--- src/design/fetch_settings.svh ---
// ~~~~~~~~~~~~~~~~~~~~
// FETCH_XLEN must stay 64. The fetch path selects 32-bit halves of one doubleword.
// ~~~~~~~~~~~~~~~~~~~~

`ifndef FETCH_SETTINGS_SVH
`define FETCH_SETTINGS_SVH

// address and memory data width.
`define FETCH_XLEN 64

// first pc fetched after reset.
`define FETCH_RESET_PC 64'h0000_0000_8000_0000

// number of decoded-side queue entries.
`define FETCH_QUEUE_DEPTH 4

// most memory reads that may be in flight at once.
`define FETCH_MAX_OUTSTANDING 2

`endif

--- src/design/fetch_pkg.sv ---
// ~~~~~~~~~~~~~~~~~~~~
// any response code other than okay is treated as an access fault.
// ~~~~~~~~~~~~~~~~~~~~

`default_nettype none

`include "fetch_settings.svh"

package fetch_pkg;

  typedef logic [`FETCH_XLEN-1:0] addr_t;
  typedef logic [31:0]            inst_t;
  typedef logic [`FETCH_XLEN-1:0] mem_data_t;

  // response codes use the usual AXI encodings.
  typedef enum logic [1:0] {
    resp_okay   = 2'b00,
    resp_slverr = 2'b10,
    resp_decerr = 2'b11
  } mem_resp_t;

  // one fetched instruction as it travels to decode.
  typedef struct packed {
    addr_t pc;
    inst_t inst;
    logic  fault;
  } fetch_entry_t;

endpackage

`default_nettype wire

--- src/design/pc_gen.sv ---
// ~~~~~~~~~~~~~~~~~~~~
// redirect targets are forced to a 4-byte boundary. No compressed instructions.
// ~~~~~~~~~~~~~~~~~~~~

`default_nettype none

`include "fetch_settings.svh"

module pc_gen (
  input  logic             clk,
  input  logic             rst,
  input  logic             redirect_i,
  input  fetch_pkg::addr_t redirect_pc_i,
  input  logic             advance_i,
  output fetch_pkg::addr_t pc_o
);

  import fetch_pkg::*;

  addr_t pc_q;
  addr_t target;
  addr_t pc_next_seq;

  // the low two bits of a target are dropped.
  assign target = {redirect_pc_i[`FETCH_XLEN-1:2], 2'b00};

  assign pc_next_seq = pc_q + addr_t'(4);

  // ~~~~~~~~~~~~~~~~~~~~
  // pc register
  // ~~~~~~~~~~~~~~~~~~~~

  // a redirect from a later stage wins over the sequential step.
  always_ff @(posedge clk) begin
    if (rst) begin
      pc_q <= `FETCH_RESET_PC;
    end else if (redirect_i) begin
      pc_q <= target;
    end else if (advance_i) begin
      pc_q <= pc_next_seq;
    end
  end

  assign pc_o = pc_q;

endmodule

`default_nettype wire

--- src/design/fetch_req_unit.sv ---
// ~~~~~~~~~~~~~~~~~~~~
// responses return in request order and are always accepted. Queue space for each
// read is reserved before it is issued, so the queue cannot overflow.
// ~~~~~~~~~~~~~~~~~~~~

`default_nettype none

`include "fetch_settings.svh"

module fetch_req_unit (
  input  logic                                       clk,
  input  logic                                       rst,
  input  logic                                       redirect_i,
  input  fetch_pkg::addr_t                           pc_i,
  input  logic [$clog2(`FETCH_QUEUE_DEPTH+1)-1:0]    free_slots_i,
  output logic                                       advance_o,
  output logic                                       mem_req_valid_o,
  input  logic                                       mem_req_ready_i,
  output fetch_pkg::addr_t                           mem_req_addr_o,
  input  logic                                       mem_resp_valid_i,
  input  fetch_pkg::mem_data_t                       mem_resp_data_i,
  input  fetch_pkg::mem_resp_t                       mem_resp_code_i,
  output logic                                       push_o,
  output fetch_pkg::fetch_entry_t                    push_entry_o
);

  import fetch_pkg::*;

  localparam int MAX_OUT = `FETCH_MAX_OUTSTANDING;
  localparam int CNT_W   = $clog2(MAX_OUT + 1);
  localparam int PTR_W   = (MAX_OUT > 1) ? $clog2(MAX_OUT) : 1;
  localparam int FREE_W  = $clog2(`FETCH_QUEUE_DEPTH + 1);

  // pc of every read in flight, oldest at rd_ptr.
  addr_t rec_pc [MAX_OUT];

  logic [PTR_W-1:0] wr_ptr;
  logic [PTR_W-1:0] rd_ptr;
  logic [CNT_W-1:0] out_cnt;
  logic [CNT_W-1:0] discard_cnt;
  logic             issue;
  addr_t            resp_pc;

  // ~~~~~~~~~~~~~~~~~~~~
  // request side
  // ~~~~~~~~~~~~~~~~~~~~

  // every read in flight holds a queue slot, including ones that will be dropped.
  assign mem_req_valid_o = !rst && (out_cnt < CNT_W'(MAX_OUT)) &&
                           (FREE_W'(out_cnt) < free_slots_i) && !redirect_i;
  assign mem_req_addr_o  = {pc_i[`FETCH_XLEN-1:3], 3'b000};
  assign issue           = mem_req_valid_o && mem_req_ready_i;
  assign advance_o       = issue;

  always_ff @(posedge clk) begin
    if (issue) begin
      rec_pc[wr_ptr] <= pc_i;
    end
  end

  always_ff @(posedge clk) begin
    if (rst) begin
      wr_ptr  <= '0;
      rd_ptr  <= '0;
      out_cnt <= '0;
    end else begin
      if (issue) begin
        wr_ptr <= (wr_ptr == PTR_W'(MAX_OUT - 1)) ? '0 : wr_ptr + 1'b1;
      end
      if (mem_resp_valid_i) begin
        rd_ptr <= (rd_ptr == PTR_W'(MAX_OUT - 1)) ? '0 : rd_ptr + 1'b1;
      end
      out_cnt <= out_cnt + CNT_W'(issue) - CNT_W'(mem_resp_valid_i);
    end
  end

  // ~~~~~~~~~~~~~~~~~~~~
  // response side
  // ~~~~~~~~~~~~~~~~~~~~

  // on a redirect, every read still in flight after this edge belongs to the old path.
  // nothing is issued in a redirect cycle.
  always_ff @(posedge clk) begin
    if (rst) begin
      discard_cnt <= '0;
    end else if (redirect_i) begin
      discard_cnt <= out_cnt - CNT_W'(mem_resp_valid_i);
    end else if (mem_resp_valid_i && (discard_cnt != '0)) begin
      discard_cnt <= discard_cnt - 1'b1;
    end
  end

  assign resp_pc = rec_pc[rd_ptr];

  assign push_o             = mem_resp_valid_i && (discard_cnt == '0);
  assign push_entry_o.pc    = resp_pc;
  // pc bit 2 picks the upper or lower word of the doubleword.
  assign push_entry_o.inst  = resp_pc[2] ? mem_resp_data_i[63:32] : mem_resp_data_i[31:0];
  assign push_entry_o.fault = (mem_resp_code_i != resp_okay);

endmodule

`default_nettype wire

--- src/design/fetch_fifo.sv ---
// ~~~~~~~~~~~~~~~~~~~~
// flush wins over a push in the same cycle. Pushes into a full queue are ignored.
// ~~~~~~~~~~~~~~~~~~~~

`default_nettype none

module fetch_fifo #(
  parameter type entry_t = logic [31:0],
  parameter int  DEPTH   = 4
) (
  input  logic                       clk,
  input  logic                       rst,
  input  logic                       flush_i,
  input  logic                       push_i,
  input  entry_t                     push_data_i,
  output logic                       pop_valid_o,
  input  logic                       pop_ready_i,
  output entry_t                     pop_data_o,
  output logic [$clog2(DEPTH+1)-1:0] free_o
);

  localparam int PTR_W = (DEPTH > 1) ? $clog2(DEPTH) : 1;
  localparam int CNT_W = $clog2(DEPTH + 1);

  entry_t mem [DEPTH];

  logic [PTR_W-1:0] wr_ptr;
  logic [PTR_W-1:0] rd_ptr;
  logic [CNT_W-1:0] count;
  logic             do_push;
  logic             do_pop;

  assign do_pop  = pop_valid_o && pop_ready_i;
  assign do_push = push_i && ((count != CNT_W'(DEPTH)) || do_pop);

  always_ff @(posedge clk) begin
    if (do_push) begin
      mem[wr_ptr] <= push_data_i;
    end
  end

  always_ff @(posedge clk) begin
    if (rst || flush_i) begin
      wr_ptr <= '0;
      rd_ptr <= '0;
      count  <= '0;
    end else begin
      if (do_push) begin
        wr_ptr <= (wr_ptr == PTR_W'(DEPTH - 1)) ? '0 : wr_ptr + 1'b1;
      end
      if (do_pop) begin
        rd_ptr <= (rd_ptr == PTR_W'(DEPTH - 1)) ? '0 : rd_ptr + 1'b1;
      end
      count <= count + CNT_W'(do_push) - CNT_W'(do_pop);
    end
  end

  // the head entry is held until the consumer takes it.
  assign pop_valid_o = (count != '0);
  assign pop_data_o  = mem[rd_ptr];
  assign free_o      = CNT_W'(DEPTH) - count;

endmodule

`default_nettype wire

--- src/design/if_stage.sv ---
// ~~~~~~~~~~~~~~~~~~~~
// no branch prediction. Fetch runs sequentially until a redirect arrives.
// ~~~~~~~~~~~~~~~~~~~~

`default_nettype none

`include "fetch_settings.svh"

module if_stage (
  input  logic                 clk,
  input  logic                 rst,
  input  logic                 redirect_i,
  input  fetch_pkg::addr_t     redirect_pc_i,
  output logic                 mem_req_valid_o,
  input  logic                 mem_req_ready_i,
  output fetch_pkg::addr_t     mem_req_addr_o,
  input  logic                 mem_resp_valid_i,
  input  fetch_pkg::mem_data_t mem_resp_data_i,
  input  fetch_pkg::mem_resp_t mem_resp_code_i,
  output logic                 fetch_valid_o,
  input  logic                 fetch_ready_i,
  output fetch_pkg::addr_t     fetch_pc_o,
  output fetch_pkg::inst_t     fetch_inst_o,
  output logic                 fetch_fault_o
);

  import fetch_pkg::*;

  addr_t                                    pc;
  logic                                     pc_advance;
  logic                                     push;
  fetch_entry_t                             push_entry;
  fetch_entry_t                             head_entry;
  logic [$clog2(`FETCH_QUEUE_DEPTH+1)-1:0]  free_slots;

  pc_gen u_pc_gen (
    .clk           (clk),
    .rst           (rst),
    .redirect_i    (redirect_i),
    .redirect_pc_i (redirect_pc_i),
    .advance_i     (pc_advance),
    .pc_o          (pc)
  );

  fetch_req_unit u_fetch_req_unit (
    .clk              (clk),
    .rst              (rst),
    .redirect_i       (redirect_i),
    .pc_i             (pc),
    .free_slots_i     (free_slots),
    .advance_o        (pc_advance),
    .mem_req_valid_o  (mem_req_valid_o),
    .mem_req_ready_i  (mem_req_ready_i),
    .mem_req_addr_o   (mem_req_addr_o),
    .mem_resp_valid_i (mem_resp_valid_i),
    .mem_resp_data_i  (mem_resp_data_i),
    .mem_resp_code_i  (mem_resp_code_i),
    .push_o           (push),
    .push_entry_o     (push_entry)
  );

  // the queue is flushed in the same cycle as the redirect.
  fetch_fifo #(
    .entry_t (fetch_entry_t),
    .DEPTH   (`FETCH_QUEUE_DEPTH)
  ) u_fetch_fifo (
    .clk         (clk),
    .rst         (rst),
    .flush_i     (redirect_i),
    .push_i      (push),
    .push_data_i (push_entry),
    .pop_valid_o (fetch_valid_o),
    .pop_ready_i (fetch_ready_i),
    .pop_data_o  (head_entry),
    .free_o      (free_slots)
  );

  assign fetch_pc_o    = head_entry.pc;
  assign fetch_inst_o  = head_entry.inst;
  assign fetch_fault_o = head_entry.fault;

endmodule

`default_nettype wire

--- config.mk ---
export PLATFORM = sky130hd
export DESIGN_NAME = if_stage
export DESIGN_NICKNAME = d
export VERILOG_FILES = /design/src/design/fetch_pkg.sv /design/src/design/pc_gen.sv /design/src/design/fetch_req_unit.sv /design/src/design/fetch_fifo.sv /design/src/design/if_stage.sv
export VERILOG_INCLUDE_DIRS = /design/src /design/src/design
export SDC_FILE = /design/constraint.sdc
export NUM_CORES = 1
export LEC_CHECK = 0
export BUFFER_PORTS_ARGS = -buffer_cell sky130_fd_sc_hd__buf_4
export CAP_MARGIN = 20
export CORE_AREA = 4 4 257 158
export CTS_CLUSTER_DIAMETER = 80
export DETAILED_ROUTE_END_ITERATION = 12
export DIE_AREA = 0 0 261 162
export GPL_TIMING_DRIVEN = 0
export PLACE_DENSITY_LB_ADDON = 0.2
export SLEW_MARGIN = 20
export SYNTH_ARGS = -nofsm -noshare
export SYNTH_HDL_FRONTEND = slang
export SYNTH_SLANG_ARGS = --single-unit
--- constraint.sdc ---
create_clock -name clk -period 13.75 [get_ports clk]
set_clock_uncertainty 0.1 [all_clocks]
set_input_delay 0.6875 -clock clk [delete_from_list [all_inputs] [get_ports clk]]
set_output_delay 0.6875 -clock clk [all_outputs]
set_load 0.05 [all_outputs]
==> out/qor.txt, run 1 <==
Vias per cell - 5.97
Worst Tran Pin Value - 1040 ps
Final min period - 4100 ps
Vias in the first global route - 13,700
Yosys reg bits - 582
Largest net degree at the start of global routing - 49
LEAKAGE - 9.74 nW
Clk buf depth - 3
CTS tree - done
Power density over the cells - 146 mW/mm^2
Worst VDD drop - 0.0944 mV
Nets - 1,871
FP Rows - 56
Routability cong. - 0.895
Final HPWL DP - 38,800 um
Hold slack - 228 ps
Total core area - 0.0385 mm^2
Die area - 0.0423 mm^2
Final setup fails - 0
Initial antenna violation count - 6
Setup total negative slack - 0 ps
Distinct cell type count of the synthesized netlist - 59
Via count - 13,700
Synth Instances - 1,360
CTS sink count - 582
DR WL/cell - 24.5 um
Fmax - 244 MHz
WP data required - 12,960 ps
Final hold violations - 0
DRT Pass-1 Iters - 6
Post-CTS setup buffer count - 0
Startpoint Class - register
Max FO, Critical Path - 10
Resized cells post-CTS - 0
Register area share after synthesis - 0.711
WS Path Type - reg -> out
Slew margin rel. - 0.303
Fillers - 2,387
Commonest register cell after synthesis - edfxtp_1
Routed Antenna Nets - 0
Max capacitance violation total - 0
# DRC - 0
Worst-path clk slew - 70 ps
Total wire length - 55,900 um
Count of warnings emitted by yosys - 0
Global route total overflow - 0
Final core occ - 0.737
Mapped Area - 0.0235 mm^2
H-tree depth - 2
Slew Viols, Final - 0
Asr flop ratio synth - 0
HP Class - in -> reg
Number of flops mapped to enable cells by yosys - 504
Total Routing Usage GR - 0.264
Final Cycle Share - 0.298
Root Driver - clkbuf_16
Mapped Avg Cell Area - 17.3 um^2
Status - finished, final reports clean
RSZ-0062 raised after global routing - no
Die width - 261 um
Boundary Pins - 299
Starting Density - 0.611
DRT iter0 DRCs - 1,707
Flop2flop setup slack - 10,120 ps
CP arrival - 3310 ps
Cts hold-fix bufs - 0
Crit. End Element - output pin
Worst-Skew Late Latency - 570 ps
Area Growth Syn to Fin - 20.6%
Cts bufs inserted - 50
Tot Pwr - 4.13 mW
Layout cells sized above 1 - 0.370
Die H - 162 um
Port Buffers - 290
First-pass GRT wire length - 83,800 um
[cells in the mapped netlist (all sizes together), types with 17 or more instances]
master,count,area share
edfxtp,504,0.64
mux4,95,0.091
mux2,94,0.045
buf,84,0.025
dfxtp,78,0.066
nor2,74,0.012
clkbuf,44,0.0070
nand2,41,0.0066
nand3,33,0.0070
a211oi,32,0.010
xnor2,30,0.011
inv,28,0.0045
a21oi,24,0.0051
nor3,24,0.0060
nand4,21,0.0059
xor2,17,0.0063
[registers in the layout (all words and copies together) (netlist names), named ones only]
register	cells
u_pc_gen.pc_o	62
u_fetch_fifo.mem	380
u_fetch_req_unit.out_cnt	2
u_fetch_req_unit.rd_ptr	1
u_fetch_fifo.count	3
u_fetch_req_unit.rec_pc	124
u_fetch_req_unit.wr_ptr	1
u_fetch_fifo.wr_ptr	2
u_fetch_fifo.rd_ptr	2
u_fetch_req_unit.discard_cnt	2
[metal layers]
metal  global-route usage  up-vias  wire length [um]
li1                     -     5986                 -
met1                0.396     6955             23300
met2                0.404      613             26200
met3               0.0530      109              4800
met4               0.0771        0              1620
met5                    0        -                 0
[cells by family after synthesis]
family | count (synthesis) | synth area share
simple gates | 258 | 0.0579
xor+xnor | 47 | 0.0175
buf+inv | 157 | 0.0363
compound gates | 102 | 0.0291
other cells | 1 | 0.000160
mux | 196 | 0.139
fa+ha+maj | 17 | 0.00937
flops | 582 | 0.711
[cell type report]
cell class,instances,area (um^2),share of cell area
flip-flops and latches,582,16700,0.589
plain buffers,128,744,0.0263
inverters,29,109,0.00384
multi-input cells,625,5990,0.211
diodes,6,15.0,0.000530
well taps,522,653,0.0230
repair buffers,302,2470,0.0871
clock buffers,67,1350,0.0475
clock inverters,26,323,0.0114
[path summary, 6_finish.rpt]
check | from | to | depth (start not counted)
worst max-delay path | register | fetch_pc_o[59] | 5
worst min-delay path | redirect_pc_i[38] | u_pc_gen.pc_o[38] | 3
worst max register to register | u_fetch_fifo.count[1] | u_fetch_req_unit.rec_pc[0][44] | 12
worst min register to register | u_fetch_req_unit.rd_ptr | register | 2
[worst max-delay path: stages, from the launching register on]
cell      delay, ps
dfxtp_1         310
clkbuf_1        320
clkbuf_1        820
buf_1           610
mux4_2          450
buf_4           220
[power by group]
part           internal, mW  switching [mW]
Combinational         0.227           0.399
Clock                 0.822           0.614
Sequential             2.02          0.0485
[placed cells by master (no fill, tap or decap), types with 17 or more instances in the layout]
cell,n
nand4_1,20
xnor2_1,30
nand3_1,33
dfxtp_1,78
buf_4,356
a21oi_1,24
edfxtp_1,504
a211oi_1,31
clkbuf_16,50
clkbuf_1,58
inv_1,28
nor3_1,20
mux4_2,95
nand2_1,41
mux2_2,94
nor2_1,73
xor2_1,17
[per-stage QoR]
stage               setup WS, ps  std cells  area [um^2]
floorplan                   8900       1364        23500
CTS                         9590       2281        28300
global placement            6460       2176        26300
detailed placement         10210       2188        26700
finish                      9650       2287        28300
global route                9370       2287        28300
Note: power is estimated with default switching activity, not from simulation.
==> inputs of run 2 (changes only) <==
--- a/config.mk
+++ b/config.mk
@@ -6,12 +6,13 @@
 export SDC_FILE = /design/constraint.sdc
 export NUM_CORES = 1
 export LEC_CHECK = 0
+export ABC_AREA = 1
 export BUFFER_PORTS_ARGS = -buffer_cell sky130_fd_sc_hd__buf_4
 export CAP_MARGIN = 20
-export CORE_AREA = 4 4 257 158
+export CORE_AREA = 4 4 273 168
 export CTS_CLUSTER_DIAMETER = 80
 export DETAILED_ROUTE_END_ITERATION = 12
-export DIE_AREA = 0 0 261 162
+export DIE_AREA = 0 0 277 172
 export GPL_TIMING_DRIVEN = 0
 export PLACE_DENSITY_LB_ADDON = 0.2
 export SLEW_MARGIN = 20
==> constraint.sdc (replaced) <==
create_clock -name clk -period 4.1 [get_ports clk]
set_clock_uncertainty 0.1 [all_clocks]
set_input_delay 0.205 -clock clk [delete_from_list [all_inputs] [get_ports clk]]
set_output_delay 0.205 -clock clk [all_outputs]
set_load 0.05 [all_outputs]
==> run 2 against run 1 <==
Utilization fell by 0.98 points; critical path depth rose by 2; cell area rose by 11%; count of clock-buffer cells in the layout did not move; sequential share of layout area fell by 5.6 points; critical path type unchanged; largest power group unchanged.
==> out/qor.txt, run 2 <==
Slew Viols, Final - 0
Distinct cell type count of the synthesized netlist - 39
Yosys reg bits - 582
Area Growth Syn to Fin - 25.7%
Final setup fails - 0
Cts hold-fix bufs - 134
Die H - 172 um
WP data required - 3800 ps
Routed Antenna Nets - 0
Clk buf depth - 3
Fmax - 253 MHz
FP Rows - 59
Worst VDD drop - 0.308 mV
Final HPWL DP - 49,200 um
Worst-Skew Late Latency - 600 ps
Placed cells - 3,198
DR WL/cell - 21.2 um
Area leader, netlist - edfxtp_1
Power density over the cells - 449 mW/mm^2
Die area - 0.0476 mm^2
Commonest non-fill, non-tap cell in the layout - edfxtp_1
Post-DP Area - 0.0284 mm^2
Root Driver - clkbuf_16
Total wire length - 72,700 um
CTS tree - done
Global route total overflow - 0
HP Class - in -> reg
Non-Filler Instances - 3,428
Setup total negative slack - 0 ps
Total Routing Usage GR - 0.296
Final hold violations - 0
Synth top cells by count - edfxtp_1 (504), nand2_1 (500), nor2_1 (336)
Max FO, Critical Path - 10
Total core area - 0.0431 mm^2
Mapped Area - 0.0249 mm^2
Port Buffers - 289
Asr flop ratio synth - 0
Initial antenna violation count - 0
CTS sink count - 582
Max capacitance violation total - 0
WS Path Type - reg -> out
Worst Tran Pin Value - 902 ps
DRT Pass-1 Iters - 5
Register area share after synthesis - 0.670
Commonest non-fill, non-tap cells in the layout - edfxtp_1 (504), nand2_1 (500), buf_4 (356), nor2_1 (330), o21ai_0 (200)
Post-route setup slack - 146 ps
Vias in the first global route - 18,500
Pre-CTS setup slack - 693 ps
Final core occ - 0.727
Vias per cell - 5.66
Tot Pwr - 14.1 mW
Biggest register - u_fetch_fifo.mem
Cts bufs inserted - 51
Final min period - 3950 ps
Synth Instances - 2,304
First-pass GRT wire length - 108,000 um
Startpoint Class - register
Area of all placed cells without fillers - 0.0313 mm^2
Starting Density - 0.578
Worst-path clk slew - 60 ps
Top cell type's share of synthesized area - 0.607
LEAKAGE - 12.0 nW
Synth area leaders - edfxtp_1 (61%), nand2_1 (7.5%), dfxtp_1 (6.3%)
# DRC - 0
Mapped Avg Cell Area - 10.8 um^2
Crit. End Element - output pin
N_diodes - 0
Count of warnings emitted by yosys - 0
RSZ-0062 raised after global routing - no
Slew margin rel. - 0.399
Largest net degree at the start of global routing - 26
Hold slack - 34.4 ps
Commonest register cell after synthesis - edfxtp_1
Die width - 277 um
Routability cong. - 0.964
Max reg flops - 380
Status - finished, final reports clean
Boundary Pins - 299
Resized cells post-CTS - 0
Final Cycle Share - 0.964
CP arrival - 3650 ps
Via count - 19,400
R2R Path Start - u_fetch_fifo.count[1]
Critical hold path startpoint - fetch_ready_i
Cell with the most instances after synthesis - edfxtp_1
Post-CTS setup buffer count - 0
H-tree depth - 2
Number of flops mapped to enable cells by yosys - 504
Nets - 2,959
DRT iter0 DRCs - 2,195
Layout cells sized above 1 - 0.183
==> run 2: cell count changes after synthesis, moves of 62 or more <==
cell / before / now
nand2_1: 41 / 500
o21ai_0: 13 / 200
inv_1: 28 / 110
o22ai_1: 4 / 95
mux2_2: 94 / 32
nand3_1: 33 / 100
mux4_2: 95 / 0
nor2_1: 74 / 336
==> run 2: kinds of logic (layout without fill, tap and decap cells) <==
logic type               count (synthesis)  count (layout)  synth area share
other                                    1               5          0.000150
flip-flops                             582             582             0.670
buffers and inverters                  297             838            0.0575
XOR/XNOR                                34              34            0.0119
multiplexers                            32              32            0.0145
AND/OR/NAND/NOR                        956             956             0.152
adder cells (fa/ha/maj)                 17              17           0.00883
AO/OA/AOI/OAI                          385             385            0.0853
==> run 2: layout make-up <==
| type | instances | area, um^2 |
|---|---|---|
| Fill cell | 2983 | 11800 |
| Tap cell | 579 | 724 |
| Inverter | 122 | 464 |
| Timing Repair Buffer | 445 | 4010 |
| Clock inverter | 29 | 246 |
| Sequential cell | 582 | 16700 |
| Multi-Input combinational cell | 1429 | 6860 |
| Buffer | 175 | 968 |
| Clock buffer | 67 | 1380 |
==> run 2: final timing paths <==
path	to	slack, ps	cells after the start
setup / recovery	fetch_pc_o[50]	150	7
hold / removal	u_fetch_fifo.rd_ptr[0]	30	4
setup reg to reg	u_fetch_fifo.mem[1][37]	680	14
hold reg to reg	u_fetch_req_unit.out_cnt[1]	410	1
==> run 2: metal layers <==
metal / vias up / part of all wire / track usage
met5: - / 0 / 0
met4: 0 / 0.034 / 0.0929
met3: 145 / 0.092 / 0.0544
met2: 1020 / 0.46 / 0.476
met1: 9325 / 0.41 / 0.417
li1: 8905 / - / -
==> run 2: power breakdown <==
group          total [mW]  switching (mW)  internal [mW]
sequential           6.97           0.188           6.79
combinational        2.41            1.60          0.807
clock                4.69            2.12           2.57
total                14.1            3.91           10.2
==> run 2: worst max-delay path: stages (launching register included) <==
cell	delay, ps
dfxtp_1	400
buf_2	410
clkinv_1	650
clkbuf_1	570
clkbuf_1	420
nor2_1	240
o22ai_1	160
buf_4	220
==> inputs of run 3 (changes only) <==
--- a/config.mk
+++ b/config.mk
@@ -9,10 +9,10 @@
 export ABC_AREA = 1
 export BUFFER_PORTS_ARGS = -buffer_cell sky130_fd_sc_hd__buf_4
 export CAP_MARGIN = 20
-export CORE_AREA = 4 4 273 168
+export CORE_AREA = 4 4 285 175
 export CTS_CLUSTER_DIAMETER = 80
 export DETAILED_ROUTE_END_ITERATION = 12
-export DIE_AREA = 0 0 277 172
+export DIE_AREA = 0 0 289 179
 export GPL_TIMING_DRIVEN = 0
 export PLACE_DENSITY_LB_ADDON = 0.2
 export SLEW_MARGIN = 20
==> constraint.sdc (replaced) <==
create_clock -name clk -period 3.3 [get_ports clk]
set_clock_uncertainty 0.1 [all_clocks]
set_input_delay 0.165 -clock clk [delete_from_list [all_inputs] [get_ports clk]]
set_output_delay 0.165 -clock clk [all_outputs]
set_load 0.05 [all_outputs]
==> run 3 against run 2 <==
Clock power grew 27%; power grew 25%; worst hold slack gained 38 ps; setup slack lost 14 ps; first-iteration DRC count shrank 0.46%; sequential cell count is the same; sequential power grew 24%; utilization shrank 5.8 points; register-to-register slack lost 520 ps; sequential share of layout area shrank 0.52 points; highest routed layer unchanged.
==> out/qor.txt, run 3 (synthesis results as in run 2) <==
FP Rows - 62
DRT Pass-1 Iters - 6
Status - finished, final reports clean
Worst-Skew Late Latency - 600 ps
Area of all placed cells without fillers - 0.0317 mm^2
Pre-CTS setup slack - -12.5 ps
Crit. End Element - output pin
Routability cong. - 0.990
Critical hold path startpoint - mem_req_ready_i
First-pass GRT wire length - 108,000 um
Nets - 2,962
Tot Pwr - 17.7 mW
Total wire length - 73,200 um
Power share of the clock group - 0.338
Vias per cell - 5.52
Fillers - 3,534
HP Class - in -> reg
CTS sink count - 582
Commonest non-fill, non-tap cell in the layout - edfxtp_1
DR WL/cell - 21.0 um
Clk buf depth - 3
Comb pwr share - 0.171
Port Buffers - 289
Total Routing Usage GR - 0.276
Post-route setup slack - 132 ps
Max capacitance violation total - 0
LEAKAGE - 12.1 nW
RSZ-0062 raised after global routing - no
Initial antenna violation count - 0
Final setup fails - 0
CTS tree - done
P_sw - 4.94 mW
R2R Path Start - u_fetch_fifo.count[0]
Cts bufs inserted - 53
H-tree depth - 2
Slew margin rel. - 0.506
Via count - 19,300
Final HPWL DP - 50,300 um
Biggest register - u_fetch_fifo.mem
Internal power - 12.7 mW
Fmax - 316 MHz
Total core area - 0.0473 mm^2
Largest net degree at the start of global routing - 28
Worst-path clk slew - 70 ps
Max FO, Critical Path - 10
Final hold violations - 0
Power density over the cells - 558 mW/mm^2
Commonest non-fill, non-tap cells in the layout - edfxtp_1 (504), nand2_1 (499), buf_4 (356), nor2_1 (329), o21ai_0 (200)
Sequential group share of total power - 0.491
Hold endpoint - u_pc_gen.pc_o[3]
Switch share - 0.280
Max reg flops - 380
Routed Antenna Nets - 0
Flop2flop setup slack - 160 ps
CP arrival - 2900 ps
Post-DP Area - 0.0286 mm^2
Register-to-Register Path Depth - 13
Layout cells sized above 1 - 0.197
Die H - 179 um
Worst VDD drop - 0.426 mV
Slew Viols, Final - 0
WP data required - 3030 ps
Final min period - 3170 ps
DRT iter0 DRCs - 2,185
Vias in the first global route - 18,500
Area Growth Syn to Fin - 27.0%
Final Cycle Share - 0.960
Starting Density - 0.527
Boundary Pins - 299
# DRC - 0
WS Path Type - reg -> out
Startpoint Class - register
Hold path depth - 4
Global route total overflow - 0
Worst Tran Pin Value - 739 ps
Die width - 289 um
Die area - 0.0517 mm^2
Root Driver - clkbuf_16
Worst reg2reg path endpoint - u_fetch_req_unit.rec_pc[1][46]
run 3: area by class of cell:
type | instances | area (um^2) | share of cell area
sequential | 582 | 16700 | 0.528
multi-input combinational | 1429 | 6890 | 0.218
timing repair buffer | 448 | 4120 | 0.130
clock buffer | 66 | 1450 | 0.0457
buffer | 173 | 986 | 0.0311
tap | 640 | 801 | 0.0253
inverter | 122 | 479 | 0.0151
clock inverter | 30 | 226 | 0.00715
antenna | 1 | 2.50 | 0.0000791
run 3: metrics by stage:
step	instances	setup TNS [ps]	hold slack, ps	utilization
floorplan	2308	0	203	-
global route	3490	0	81.1	0.669
detailed placement	3261	-12.5	319	0.604
global placement	3237	-409930	324	0.592
CTS	3491	0	29.1	0.669
finish	3491	0	71.9	0.669
run 3: timing repair:
action / 4_1_cts / 5_1_grt
hold buffers: 135 / 0
endpoints found under the hold margin: 209 / 0
buffers inserted: 0 / 0
setup endpoints to repair: 95 / 188
resized for setup: 11 / 21
run 3: worst max-delay path, stage by stage, from the launching register on:
cell	delay, ps
dfxtp_1	390
clkbuf_4	350
clkbuf_2	470
clkbuf_1	470
nor2_1	100
o22ai_1	260
buf_4	260
run 3: power by group through the flow:
stage | Combinational [mW] | Sequential (mW) | Clock, mW
after floorplan | 1.84 | 8.72 | 0
after CTS | 3.02 | 8.66 | 6.04
after global routing | 3.21 | 8.69 | 6.38
final | 3.02 | 8.67 | 5.97
after detailed placement | 2.86 | 8.81 | 0
after global placement | 2.71 | 8.82 | 0
run 3: metal layers:
layer  track usage  routed length [um]  vias to the layer above
li1              -                   -                     8920
met1         0.392               30500                     9261
met2         0.443               33900                      931
met3        0.0452                6620                      142
met4        0.0849                2220                        0
met5             0                   0                        -
run 3: worst max path at each step:
stage                                      from                 endpoint  slack (ps)  cells past startpoint
after floorplan           u_fetch_fifo.count[1]   u_fetch_fifo.mem[0][0]           3                     10
after global placement    u_fetch_fifo.count[1]  u_fetch_fifo.mem[3][45]       -1050                     10
after detailed placement               register           fetch_pc_o[22]         -10                      7
after CTS                              register  u_fetch_fifo.mem[0][29]          10                      7
after global routing                   register         fetch_inst_o[24]          20                      6
final                                  register         fetch_inst_o[24]         130                      6
